File: config.mk
export PLATFORM = sky130hd
export DESIGN_NAME = uart_top
export DESIGN_NICKNAME = d
export VERILOG_FILES = /design/src/design/uart_pkg.sv /design/src/design/uart_baud_gen.sv /design/src/design/uart_tx_framer.sv /design/src/design/uart_tx_shifter.sv /design/src/design/uart_rx_ctrl.sv /design/src/design/uart_rx_shifter.sv /design/src/design/uart_top.sv
export VERILOG_INCLUDE_DIRS = /design/src /design/src/design
export SDC_FILE = /design/constraint.sdc
export NUM_CORES = 1
export LEC_CHECK = 0
export BUFFER_PORTS_ARGS = -buffer_cell sky130_fd_sc_hd__buf_2
export CORE_ASPECT_RATIO = 1.1
export CORE_MARGIN = 2
export CORE_UTILIZATION = 30
export DETAILED_ROUTE_END_ITERATION = 8
export SYNTH_ARGS = -nofsm -noshare
export SYNTH_HDL_FRONTEND = slang
export SYNTH_HIERARCHICAL = 1
export SYNTH_SLANG_ARGS = --single-unit
File: constraint.sdc
create_clock -name clk -period 4.7 [get_ports clk]
set_clock_uncertainty 0.15 [all_clocks]
set_input_delay 0.235 -clock clk [delete_from_list [all_inputs] [get_ports clk]]
set_output_delay 0.235 -clock clk [all_outputs]
set_load 0.01 [all_outputs]
File: src/design/uart_defs.svh
// frame width, oversample ratio and baud divider defines for the uart
`ifndef UART_DEFS_SVH
`define UART_DEFS_SVH

// data bits in one frame, sent lsb first
`define UART_DATA_W 8

// oversample ticks per bit, the receiver samples at mid-bit
`define UART_OVERSAMPLE 16

// clk cycles per oversample tick
// one bit = 16 * 4 = 64 clk, one frame of 11 bits = 704 clk
`define UART_CLKS_PER_TICK 4

// derived frame bits around the data
`define UART_FRAME_W (`UART_DATA_W + 1)
`define UART_SHIFT_W (`UART_DATA_W + 3)

`endif

File: src/design/uart_pkg.sv
// uart package: byte, frame, shift and counter types, receiver state enum
`default_nettype none

`include "uart_defs.svh"

package uart_pkg;

    typedef logic [`UART_DATA_W-1:0]  uart_byte_t;   // one data byte
    typedef logic [`UART_FRAME_W-1:0] uart_frame_t;  // {parity, data}
    typedef logic [`UART_SHIFT_W-1:0] uart_shift_t;  // {stop, parity, data, start}

    typedef logic [$clog2(`UART_OVERSAMPLE)-1:0] uart_os_cnt_t;  // tick within a bit
    typedef logic [$clog2(`UART_DATA_W)-1:0]     uart_bit_cnt_t; // data bit index

    typedef enum logic [2:0] {
        RX_IDLE,    // line high, waiting for a falling edge
        RX_START,   // qualifying the start bit up to mid-bit
        RX_DATA,    // eight data samples
        RX_PARITY,  // parity sample
        RX_STOP     // stop sample
    } rx_state_t;

endpackage

`default_nettype wire

File: src/design/uart_baud_gen.sv
// baud timer: oversample tick and bit tick derived from clk
`timescale 1ns/1ns
`default_nettype none

`include "uart_defs.svh"

module uart_baud_gen import uart_pkg::*; #(
    parameter int CLKS_PER_TICK = `UART_CLKS_PER_TICK  // clk per oversample tick
) (
    input  wire  clk,
    input  wire  reset,
    output logic o_os_tick,   // one clk every CLKS_PER_TICK
    output logic o_bit_tick   // one clk every 16 oversample ticks
);

    localparam int DIV_W = (CLKS_PER_TICK > 1) ? $clog2(CLKS_PER_TICK) : 1;
    localparam logic [DIV_W-1:0] DIV_LAST = DIV_W'(CLKS_PER_TICK - 1);
    localparam uart_os_cnt_t     OS_LAST  = uart_os_cnt_t'(`UART_OVERSAMPLE - 1);
    localparam int BIT_CLKS = CLKS_PER_TICK * `UART_OVERSAMPLE;  // clk per bit

    logic [DIV_W-1:0] div_cnt;  // clk divider
    uart_os_cnt_t     os_cnt;   // oversample ticks within the bit

    always_ff @(posedge clk) begin
        if (reset) begin
            div_cnt <= '0;
            os_cnt  <= '0;
        end else begin
            div_cnt <= (div_cnt == DIV_LAST) ? '0 : div_cnt + 1'b1;  // free running
            if (o_os_tick) begin
                os_cnt <= (os_cnt == OS_LAST) ? '0 : os_cnt + 1'b1;
            end
        end
    end

    assign o_os_tick  = (div_cnt == DIV_LAST);           // last clk of each divide
    assign o_bit_tick = o_os_tick && (os_cnt == OS_LAST); // last tick of each bit

    // bit ticks repeat once per bit time, both counters wrap together
    a_bit_period: assert property (@(posedge clk) disable iff (reset)
        o_bit_tick |-> ##(BIT_CLKS) o_bit_tick)
        else $error("bit tick period wrong");

endmodule

`default_nettype wire

File: src/design/uart_tx_framer.sv
// one-entry transmit buffer with even parity and shifter load strobe
`timescale 1ns/1ns
`default_nettype none

module uart_tx_framer import uart_pkg::*; (
    input  wire         clk,
    input  wire         reset,
    input  wire         i_tx_valid,  // one-cycle write strobe
    input  uart_byte_t  i_tx_data,   // byte to send
    input  wire         i_busy,      // shifter is sending a frame
    output logic        o_load,      // one-cycle load to the shifter
    output uart_frame_t o_frame,     // {parity, data}
    output logic        o_full       // holding register occupied
);

    logic        full;     // entry valid
    uart_frame_t frame_q;  // held byte with its parity
    logic        accept;   // strobe taken into the entry

    // strobes that find the entry full are lost, there is no back-pressure
    assign accept = i_tx_valid && !full;

    // hand over as soon as the shifter goes idle
    assign o_load = full && !i_busy;

    always_ff @(posedge clk) begin
        if (reset) begin
            full <= 1'b0;
        end else if (o_load) begin
            full <= 1'b0;                  // emptied by the load
        end else if (accept) begin
            full <= 1'b1;
        end
    end

    always_ff @(posedge clk) begin
        if (accept) begin
            frame_q <= {^i_tx_data, i_tx_data};  // even parity, ones count made even
        end
    end

    assign o_frame = frame_q;
    assign o_full  = full;

    // a load makes the shifter busy on the next clk
    a_load_idle: assert property (@(posedge clk) disable iff (reset)
        o_load |=> i_busy)
        else $error("shifter not busy after framer load");

endmodule

`default_nettype wire

File: src/design/uart_tx_shifter.sv
// piso transmit shifter: start, data lsb first, parity, stop, with busy
`timescale 1ns/1ns
`default_nettype none

module uart_tx_shifter import uart_pkg::*; (
    input  wire         clk,
    input  wire         reset,
    input  wire         i_bit_tick,  // one clk per bit time
    input  wire         i_load,      // frame load strobe
    input  uart_frame_t i_frame,     // {parity, data}
    output logic        o_busy,      // frame in flight
    output logic        o_txd        // serial line, idles high
);

    localparam int SHIFT_W = $bits(uart_shift_t);

    uart_shift_t shift_q;  // {stop, parity, data, start}, bit 0 goes out next
    logic        load_ok;  // load taken while idle

    assign load_ok = i_load && !o_busy;

    always_ff @(posedge clk) begin
        if (reset) begin
            shift_q <= '1;                                    // all ones, line idle
        end else if (load_ok) begin
            shift_q <= {1'b1, i_frame, 1'b0};                 // stop, frame, start
        end else if (i_bit_tick && o_busy) begin
            shift_q <= {1'b0, shift_q[SHIFT_W-1:1]};          // zeros mark bits sent
        end
    end

    always_ff @(posedge clk) begin
        if (reset) begin
            o_txd <= 1'b1;
        end else if (i_bit_tick && o_busy) begin
            o_txd <= shift_q[0];  // present the next bit for a full bit time
        end
    end

    // all zeros once the stop bit has shifted out, all ones only after reset
    always_ff @(posedge clk) begin
        if (reset) begin
            o_busy <= 1'b0;
        end else begin
            o_busy <= ((shift_q != '0) && !(&shift_q)) || load_ok;
        end
    end

    // idle out of reset
    a_reset_idle: assert property (@(posedge clk)
        reset |=> !o_busy && (&shift_q))
        else $error("shifter not idle after reset");

    // busy only drops once the stop bit is on the line
    a_idle_high: assert property (@(posedge clk) disable iff (reset)
        !o_busy |-> o_txd)
        else $error("line low while shifter idle");

endmodule

`default_nettype wire

File: src/design/uart_rx_ctrl.sv
// receive fsm: start bit qualification and mid-bit sample strobes
`timescale 1ns/1ns
`default_nettype none

`include "uart_defs.svh"

module uart_rx_ctrl import uart_pkg::*; (
    input  wire  clk,
    input  wire  reset,
    input  wire  i_os_tick,        // oversample tick
    input  wire  i_rxd_sync,       // synchronized serial line
    output logic o_sample_data,    // take a data bit
    output logic o_sample_parity,  // take the parity bit
    output logic o_sample_stop     // take the stop bit, frame done
);

    localparam uart_os_cnt_t  OS_MID   = uart_os_cnt_t'(`UART_OVERSAMPLE / 2 - 1);
    localparam uart_os_cnt_t  OS_LAST  = uart_os_cnt_t'(`UART_OVERSAMPLE - 1);
    localparam uart_bit_cnt_t BIT_LAST = uart_bit_cnt_t'(`UART_DATA_W - 1);

    rx_state_t     state;
    uart_os_cnt_t  os_cnt;    // ticks since the last sample point
    uart_bit_cnt_t bit_cnt;   // data bit being received
    logic          mid_tick;  // eighth tick after the falling edge
    logic          bit_end;   // sixteenth tick, next mid-bit

    assign mid_tick = i_os_tick && (os_cnt == OS_MID);
    assign bit_end  = i_os_tick && (os_cnt == OS_LAST);

    always_ff @(posedge clk) begin
        if (reset) begin
            state   <= RX_IDLE;
            bit_cnt <= '0;
        end else begin
            case (state)
                RX_IDLE: begin
                    bit_cnt <= '0;
                    if (!i_rxd_sync) begin
                        state <= RX_START;        // falling edge seen
                    end
                end
                RX_START: begin
                    if (mid_tick) begin
                        // still low at mid-bit is a real start bit
                        state <= i_rxd_sync ? RX_IDLE : RX_DATA;
                    end
                end
                RX_DATA: begin
                    if (bit_end) begin
                        bit_cnt <= bit_cnt + 1'b1;
                        if (bit_cnt == BIT_LAST) begin
                            state <= RX_PARITY;
                        end
                    end
                end
                RX_PARITY: begin
                    if (bit_end) begin
                        state <= RX_STOP;
                    end
                end
                RX_STOP: begin
                    if (bit_end) begin
                        state <= RX_IDLE;         // done at mid stop bit
                    end
                end
                default: state <= RX_IDLE;
            endcase
        end
    end

    // tick counter restarts at the edge and again at the start bit middle
    always_ff @(posedge clk) begin
        if (reset || state == RX_IDLE) begin
            os_cnt <= '0;
        end else if (i_os_tick) begin
            if ((state == RX_START && os_cnt == OS_MID) || os_cnt == OS_LAST) begin
                os_cnt <= '0;
            end else begin
                os_cnt <= os_cnt + 1'b1;
            end
        end
    end

    assign o_sample_data   = (state == RX_DATA)   && bit_end;
    assign o_sample_parity = (state == RX_PARITY) && bit_end;
    assign o_sample_stop   = (state == RX_STOP)   && bit_end;

    // eight data strobes wrap the bit counter before parity is taken
    a_eight_bits: assert property (@(posedge clk) disable iff (reset)
        o_sample_parity |-> bit_cnt == '0)
        else $error("parity strobe after a wrong data bit count");

endmodule

`default_nettype wire

File: src/design/uart_rx_shifter.sv
// rx line synchronizer, shift-in register, parity and stop checks
`timescale 1ns/1ns
`default_nettype none

`include "uart_defs.svh"

module uart_rx_shifter import uart_pkg::*; (
    input  wire        clk,
    input  wire        reset,
    input  wire        i_rxd,            // asynchronous serial line
    input  wire        i_sample_data,    // data bit strobe
    input  wire        i_sample_parity,  // parity bit strobe
    input  wire        i_sample_stop,    // stop bit strobe
    output logic       o_rxd_sync,       // synchronized line to the fsm
    output logic       o_rx_valid,       // one clk per received frame
    output uart_byte_t o_rx_data,        // last received byte
    output logic       o_parity_err,     // last frame had bad parity
    output logic       o_frame_err       // last frame had a low stop bit
);

    logic       rxd_meta;    // first synchronizer flop
    uart_byte_t shift_q;     // data bits, lsb arrives first
    logic       parity_acc;  // xor of data bits so far
    logic       parity_bad;  // parity sample disagreed

    // two flops, both idle high so reset does not look like a start bit
    always_ff @(posedge clk) begin
        if (reset) begin
            rxd_meta   <= 1'b1;
            o_rxd_sync <= 1'b1;
        end else begin
            rxd_meta   <= i_rxd;
            o_rxd_sync <= rxd_meta;
        end
    end

    always_ff @(posedge clk) begin
        if (i_sample_data) begin
            shift_q <= {o_rxd_sync, shift_q[`UART_DATA_W-1:1]};  // shift in at the top
        end
    end

    always_ff @(posedge clk) begin
        if (reset || i_sample_stop) begin
            parity_acc <= 1'b0;                        // fresh for the next frame
            parity_bad <= 1'b0;
        end else if (i_sample_data) begin
            parity_acc <= parity_acc ^ o_rxd_sync;
        end else if (i_sample_parity) begin
            parity_bad <= parity_acc ^ o_rxd_sync;     // even: total must xor to zero
        end
    end

    // results update together and hold until the next stop strobe
    always_ff @(posedge clk) begin
        if (reset) begin
            o_rx_valid   <= 1'b0;
            o_parity_err <= 1'b0;
            o_frame_err  <= 1'b0;
        end else begin
            o_rx_valid <= i_sample_stop;
            if (i_sample_stop) begin
                o_parity_err <= parity_bad;
                o_frame_err  <= !o_rxd_sync;  // stop bit must be high
            end
        end
    end

    always_ff @(posedge clk) begin
        if (i_sample_stop) begin
            o_rx_data <= shift_q;
        end
    end

endmodule

`default_nettype wire

File: src/design/uart_top.sv
// uart top: baud timer, transmit framer and shifter, receive fsm and shifter
`timescale 1ns/1ns
`default_nettype none

module uart_top import uart_pkg::*; (
    input  wire        clk,
    input  wire        reset,
    input  wire        i_tx_valid,       // write strobe
    input  uart_byte_t i_tx_data,        // byte to send
    input  wire        i_rxd,            // serial in
    output logic       o_txd,            // serial out
    output logic       o_tx_busy,        // frame on the line
    output logic       o_tx_full,        // holding entry occupied
    output logic       o_rx_valid,       // byte received
    output uart_byte_t o_rx_data,        // received byte
    output logic       o_rx_parity_err,  // parity check failed
    output logic       o_rx_frame_err    // stop bit low
);

    logic        os_tick;        // 16x oversample tick
    logic        bit_tick;       // one per bit time
    logic        tx_load;        // framer to shifter
    uart_frame_t tx_frame;       // {parity, data}
    logic        rxd_sync;       // synchronized rx line
    logic        sample_data;
    logic        sample_parity;
    logic        sample_stop;

    uart_baud_gen u_baud (
        .clk        (clk),
        .reset      (reset),
        .o_os_tick  (os_tick),
        .o_bit_tick (bit_tick)
    );

    uart_tx_framer u_tx_framer (
        .clk        (clk),
        .reset      (reset),
        .i_tx_valid (i_tx_valid),
        .i_tx_data  (i_tx_data),
        .i_busy     (o_tx_busy),   // shifter busy feeds back
        .o_load     (tx_load),
        .o_frame    (tx_frame),
        .o_full     (o_tx_full)
    );

    uart_tx_shifter u_tx_shifter (
        .clk        (clk),
        .reset      (reset),
        .i_bit_tick (bit_tick),
        .i_load     (tx_load),
        .i_frame    (tx_frame),
        .o_busy     (o_tx_busy),
        .o_txd      (o_txd)
    );

    uart_rx_ctrl u_rx_ctrl (
        .clk             (clk),
        .reset           (reset),
        .i_os_tick       (os_tick),
        .i_rxd_sync      (rxd_sync),
        .o_sample_data   (sample_data),
        .o_sample_parity (sample_parity),
        .o_sample_stop   (sample_stop)
    );

    uart_rx_shifter u_rx_shifter (
        .clk             (clk),
        .reset           (reset),
        .i_rxd           (i_rxd),
        .i_sample_data   (sample_data),
        .i_sample_parity (sample_parity),
        .i_sample_stop   (sample_stop),
        .o_rxd_sync      (rxd_sync),
        .o_rx_valid      (o_rx_valid),
        .o_rx_data       (o_rx_data),
        .o_parity_err    (o_rx_parity_err),
        .o_frame_err     (o_rx_frame_err)
    );

endmodule

`default_nettype wire

==> results of run 1 <==
## cell families (layout without fill, tap and decap cells)
family          Yosys count  count (layout)  share of synthesized area [%]
compound gates           29              29                          10.70
xor+xnor                 13              13                          4.467
fa+ha+maj                 5               5                          2.455
buf+inv                  14              56                          3.485
flops                    62              62                          58.52
mux                       7               7                          2.896
simple gates             82              82                          17.48
## Yosys cell counts (all sizes together)
cell     count
dfxtp       37
nand2       27
edfxtp      25
nor2        18
xnor2       10
a221oi       9
buf          8
nor2b        8
nor3         6
a21oi        5
ha           5
inv          5
nor4         5
mux2i        4
nor3b        4
a2111oi      3
mux2         3
nand4        3
or2          3
xor2         3
a211o        2
and4         2
nand3        2
o21ai        2
or3          2
a211oi       1
a22oi        1
a2bb2oi      1
a31oi        1
a41o         1
and2         1
clkbuf       1
nand2b       1
o21a         1
o21bai       1
o32ai        1
## layout make-up
| type | count | area (um2) |
|---|---|---|
| clock buffers | 9 | 123.9 |
| clock inverters | 7 | 136.4 |
| fillers | 824 | 5220 |
| inverters | 5 | 18.77 |
| multi-input cells | 136 | 968.4 |
| flip-flops and latches | 62 | 1491 |
| well taps | 111 | 138.9 |
| repair buffers | 35 | 222.7 |
## worst max-delay path: stages, from the launching register on
cell,delay [ns]
dfxtp_1,0.34
ha_1,0.57
nand4_4,0.25
nor2_1,0.85
mux2i_1,0.27
nor2_1,0.05
## stage by stage
step | hold slack, ns | cells | setup slack (ns) | instance area [um2] | util, %
5_1_grt | 0.2860 | 365 | 1.784 | 3100 | 37.26
3_5_place_dp | 0.2580 | 340 | 2.049 | 2750 | 33.05
6_report | 0.2766 | 365 | 2.071 | 3100 | 37.26
4_1_cts | 0.2812 | 365 | 2.033 | 3100 | 37.26
2_1_floorplan | 0.1541 | 212 | 2.722 | 2549 | -
3_3_place_gp | 0.2542 | 340 | 2.185 | 2750 | 33.05
## registers in the layout, summed over array words and instances, names as in the netlist, 2 cells and up
register and cells:
u_rx_ctrl/state 3, u_rx_shifter/shift_q 8, u_rx_ctrl/os_cnt 4, u_rx_shifter/o_rx_data 8, u_tx_shifter/shift_q 11, u_rx_ctrl/bit_cnt 3
u_baud/div_cnt 2, u_tx_framer/o_frame 9, u_baud/os_cnt 4
## per-layer routing
| metal | vias up | share of wire (%) | track usage, % |
|---|---|---|---|
| met3 | 6 | 4.3 | 4.338 |
| met5 | - | 0 | 0 |
| li1 | 842 | - | - |
| met2 | 34 | 46 | 16.29 |
| met4 | 0 | 2.5 | 6.889 |
| met1 | 798 | 47 | 13.10 |
## power breakdown
group / switching [mW] / internal [mW] / total, mW / leakage (nW)
registers: 0.0242 / 0.584 / 0.609 / 0.531
clock network: 0.198 / 0.403 / 0.601 / 0.127
logic: 0.0489 / 0.0452 / 0.0940 / 0.549
## worst paths after layout
path | start | endpoint | slack (ns)
worst max-delay path | u_baud/div_cnt[0] | u_rx_shifter/o_parity_err | 2.07
worst max register to register | u_baud/div_cnt[0] | u_rx_shifter/o_parity_err | 2.07
worst min register to register | u_baud/div_cnt[0] | u_baud/div_cnt[0] | 0.28
worst min-delay path | u_baud/div_cnt[0] | u_baud/div_cnt[0] | 0.28
## what timing repair did
action	CTS	global route
endpoints found under the hold margin	9	0
hold buffers	9	0
buffers inserted	0	0
==> impl_metrics.toml, run 1 <==
[cts]
htree_levels = 3
root_buffer = "clkbuf_8"
insertion_delay_ns = 0.34
clockBufferDepth = 2
clkSinkCount = 62
numCtsBuffers = 9
cts.clk_slew.worst_paths_ns = 0.07
cts_resized = 0
cts_tree = "done"

[floorplanning]
die_width_um = 91.88
design.core.area_um2 = 8320
rows = 35
start_util_pct = 30.63
top_level_ports = 26
die_area_um2 = 9250
chipHeight_um = 100.7

[synthesis]
yosysWarnings = 6
post_synth.cell_area_avg_um2 = 12.02
synthesis.instances = 212
yosys.area.top_type = "edfxtp_1"
ys_top_cells_by_area = "edfxtp_1 29%, dfxtp_1 29%, a221oi_2 4.1%"
synth_area_um2 = 2549
yosys.area.top_type_share_pct = 29.46
synth-seq-area-share_pct = 58.52
syn_nets = 229
ys_ff_latch = 62
synth_cell_type_count = 45

[routing]
drt-initial-drc-count = 95
wirelength_um = 4543
routedWlPerCell_um = 12.45
num_vias = 1680
antenna_left = 0
firstDrtPassIters = 4
route.detailed.drc = 0
vias_per_cell = 4.603

[critical_path]
path_class = "reg -> reg"
ff2ff_path_depth = 5
start_kind = "flip-flop"
cp.required_ns = 4.74
arrival_ns = 2.67
crit_fanout = 14
end_kind = "flip-flop"

[timing]
finalSetupViolations = 0
setup_tns_ns = 0
tightest_slew_ns = 1.019
slew_violations = 0
fin_crit_sh_pct = 55.93
relSlewSlack_pct = 31.79
finalHoldViolCount = 0
min_period_ns = 2.629
fmax_ghz = 0.3804
rsz0062_at_grt = "false"

[run_status]
status = "finished, final reports clean"

[pwr]
pwr_density_cell_nw_per_um2 = 420.3
leakage_nw = 1.207
vdd_drop_max_v = 0.0001807
total_power_mw = 1.303

[worst_hold_path]
min_path_cells = 1
hold_path.class = "reg -> reg"

[grt]
antenna_found_initial = 0
grt_max_degree = 41
grt_pass1_wl_um = 7693
grt_pass1_vias = 1632
globalRouteOverflowTotal = 0
grt.total_usage_pct = 10.90

[placement]
place_hpwl_um = 2898
port_buffers = 25
gp_congestion = 0.7566

[cells_and_area]
final_common_cell = "dfxtp_1"
diodes = 0
area_growth_pct = 21.65
drive_gt1_share_pct = 23.23
mostFrequentLayoutCells = "37 x dfxtp_1, 26 x nand2_1, 25 x buf_2, 25 x edfxtp_1, 17 x nor2_1"
finalNetCount = 266

[flow_run]
drv_cap = 0
No activity file was read; power rests on OpenSTA's default activity.
==> inputs of run 2 (changes only) <==
==> constraint.sdc (replaced) <==
create_clock -name clk -period 2.8 [get_ports clk]
set_clock_uncertainty 0.15 [all_clocks]
set_input_delay 0.14 -clock clk [delete_from_list [all_inputs] [get_ports clk]]
set_output_delay 0.14 -clock clk [all_outputs]
set_load 0.01 [all_outputs]
==> impl_metrics.toml, run 2 (synthesis gave the netlist of run 1 again) <==
[run_status]
status = "finished, final reports clean"

[floorplanning]
design.core.area_um2 = 8320
rows = 35
top_level_ports = 26
start_util_pct = 30.63
die_area_um2 = 9250
chipHeight_um = 100.7
die_width_um = 91.88

[placement]
port_buffers = 25
gp_congestion = 0.7324
place_hpwl_um = 2853
preCtsSetupSlack_ns = 0.5658

[routing]
routedWlPerCell_um = 11.96
firstDrtPassIters = 4
wirelength_um = 4413
route.detailed.drc = 0
num_vias = 1679
drt-initial-drc-count = 82
antenna_left = 0
vias_per_cell = 4.550

[critical_path]
path_depth = 7
cp.required_ns = 2.89
crit_buf_inv = 1
start_kind = "flip-flop"
slowest_stage = "ha_1"
end_kind = "flip-flop"
crit_fanout = 9
cpPeakStageDelay_ns = 0.42
path_cells = "ha_1 -> nand4_4 -> or3_1 -> inv_1 -> nor2b_1 -> nor2_1 -> a2111oi_2"
cp_top_family = "simple AND/OR/NAND/NOR gates"
ff2ff_path_depth = 7
arrival_ns = 2.32
path_class = "reg -> reg"

[worst_hold_path]
min_path_cells = 2
hold_path.class = "in -> reg"

[cells_and_area]
fillers = 861
multiInputGateArea_um2 = 968.4
diodes = 0
ff_latch_area_um2 = 1491
mostFrequentLayoutCells = "37 x dfxtp_1, 26 x nand2_1, 25 x buf_2, 25 x edfxtp_1, 17 x nor2_1"
final_common_cell = "dfxtp_1"
finalNetCount = 270
top_register = "u_tx_shifter/shift_q"
area_growth_pct = 20.96
largest_reg_flops = 11
drive_gt1_share_pct = 24.42

[timing]
min_period_ns = 2.230
slew_violations = 0
fin_ws_ns = 0.5701
tightest_slew_ns = 0.8212
finalSetupViolations = 0
relSlewSlack_pct = 45.14
finalHoldViolCount = 0
fmax_ghz = 0.4485
fin_crit_sh_pct = 79.64
setup_tns_ns = 0
rsz0062_at_grt = "false"

[cts]
htree_levels = 3
cts_tree = "done"
cts_resized = 0
clkSinkCount = 62
insertion_delay_ns = 0.34
clockBufferDepth = 2
cts.clk_slew.worst_paths_ns = 0.07
numCtsBuffers = 9
root_buffer = "clkbuf_8"

[pwr]
leakage_nw = 1.205
vdd_drop_max_v = 0.0002211
pwr_density_cell_nw_per_um2 = 653.7

[grt]
grt.total_usage_pct = 10.47
grt_max_degree = 41
grt_pass1_vias = 1538
antenna_found_initial = 0
grt_pass1_wl_um = 7424
globalRouteOverflowTotal = 0

[flow_run]
drv_cap = 0
## run 2: cell count changes in the layout (fill, tap and decap cells not counted)
| cell | delta |
|---|---|
| clkinvlp_4 | +1 |
| bufinv_16 | -2 |
| clkinv_2 | +1 |
| buf_4 | +4 |
## run 2: what timing repair did
action,in CTS,in global routing
endpoints found under the hold margin,9,0
setup buffers,0,0
hold buffers,9,0
## run 2: layer usage
| layer | vias up | track usage, % | part of all wire, % |
|---|---|---|---|
| met5 | - | 0 | 0 |
| met4 | 0 | 6.200 | 2.2 |
| met3 | 8 | 3.740 | 4.0 |
| met2 | 26 | 15.95 | 46 |
| met1 | 786 | 12.80 | 48 |
| li1 | 859 | - | - |
## run 2: final cells by class
class                      instances  area share, %
clock buffer                       9          4.018
clock inverter                     7          2.881
inverter                           5         0.6088
multi-input combinational        136          31.41
sequential                        62          48.38
tap                              111          4.505
timing repair buffer              39          8.198
## run 2: report_power, final
group	leakage [nW]	switching, mW	total [mW]	internal (mW)
Sequential	0.531	0.0413	1.02	0.981
Clock	0.103	0.341	0.835	0.494
Combinational	0.571	0.0817	0.158	0.0767
## run 2: worst reg2reg max path, cell delays in order (launching register included)
cell and delay, ns:
dfxtp_1 0.33, ha_1 0.42, nand4_4 0.21, or3_1 0.41, inv_1 0.05, nor2b_1 0.18, nor2_1 0.07, a2111oi_2 0.31
## run 2: worst paths after layout
check	start	to	slack [ns]
setup / recovery	u_baud/div_cnt[0]	u_rx_shifter/parity_bad	0.57
setup reg to reg	u_baud/div_cnt[0]	u_rx_shifter/parity_bad	0.57
hold / removal	i_tx_valid	u_tx_framer/o_frame[4]	0.23
hold reg to reg	u_baud/div_cnt[0]	u_baud/div_cnt[0]	0.26
## run 2: through the flow
stage                     utilization, %  cells  hold slack (ns)  instance area, um2  power [mW]
after floorplan                        -    212          0.05907                2549       1.142
after global placement             33.41    344           0.1857                2780       1.188
after detailed placement           33.41    344           0.1848                2780       1.192
after CTS                          37.05    369           0.2162                3083       2.040
after global routing               37.05    369           0.2539                3083       2.108
final                              37.05    369           0.2272                3083       2.015
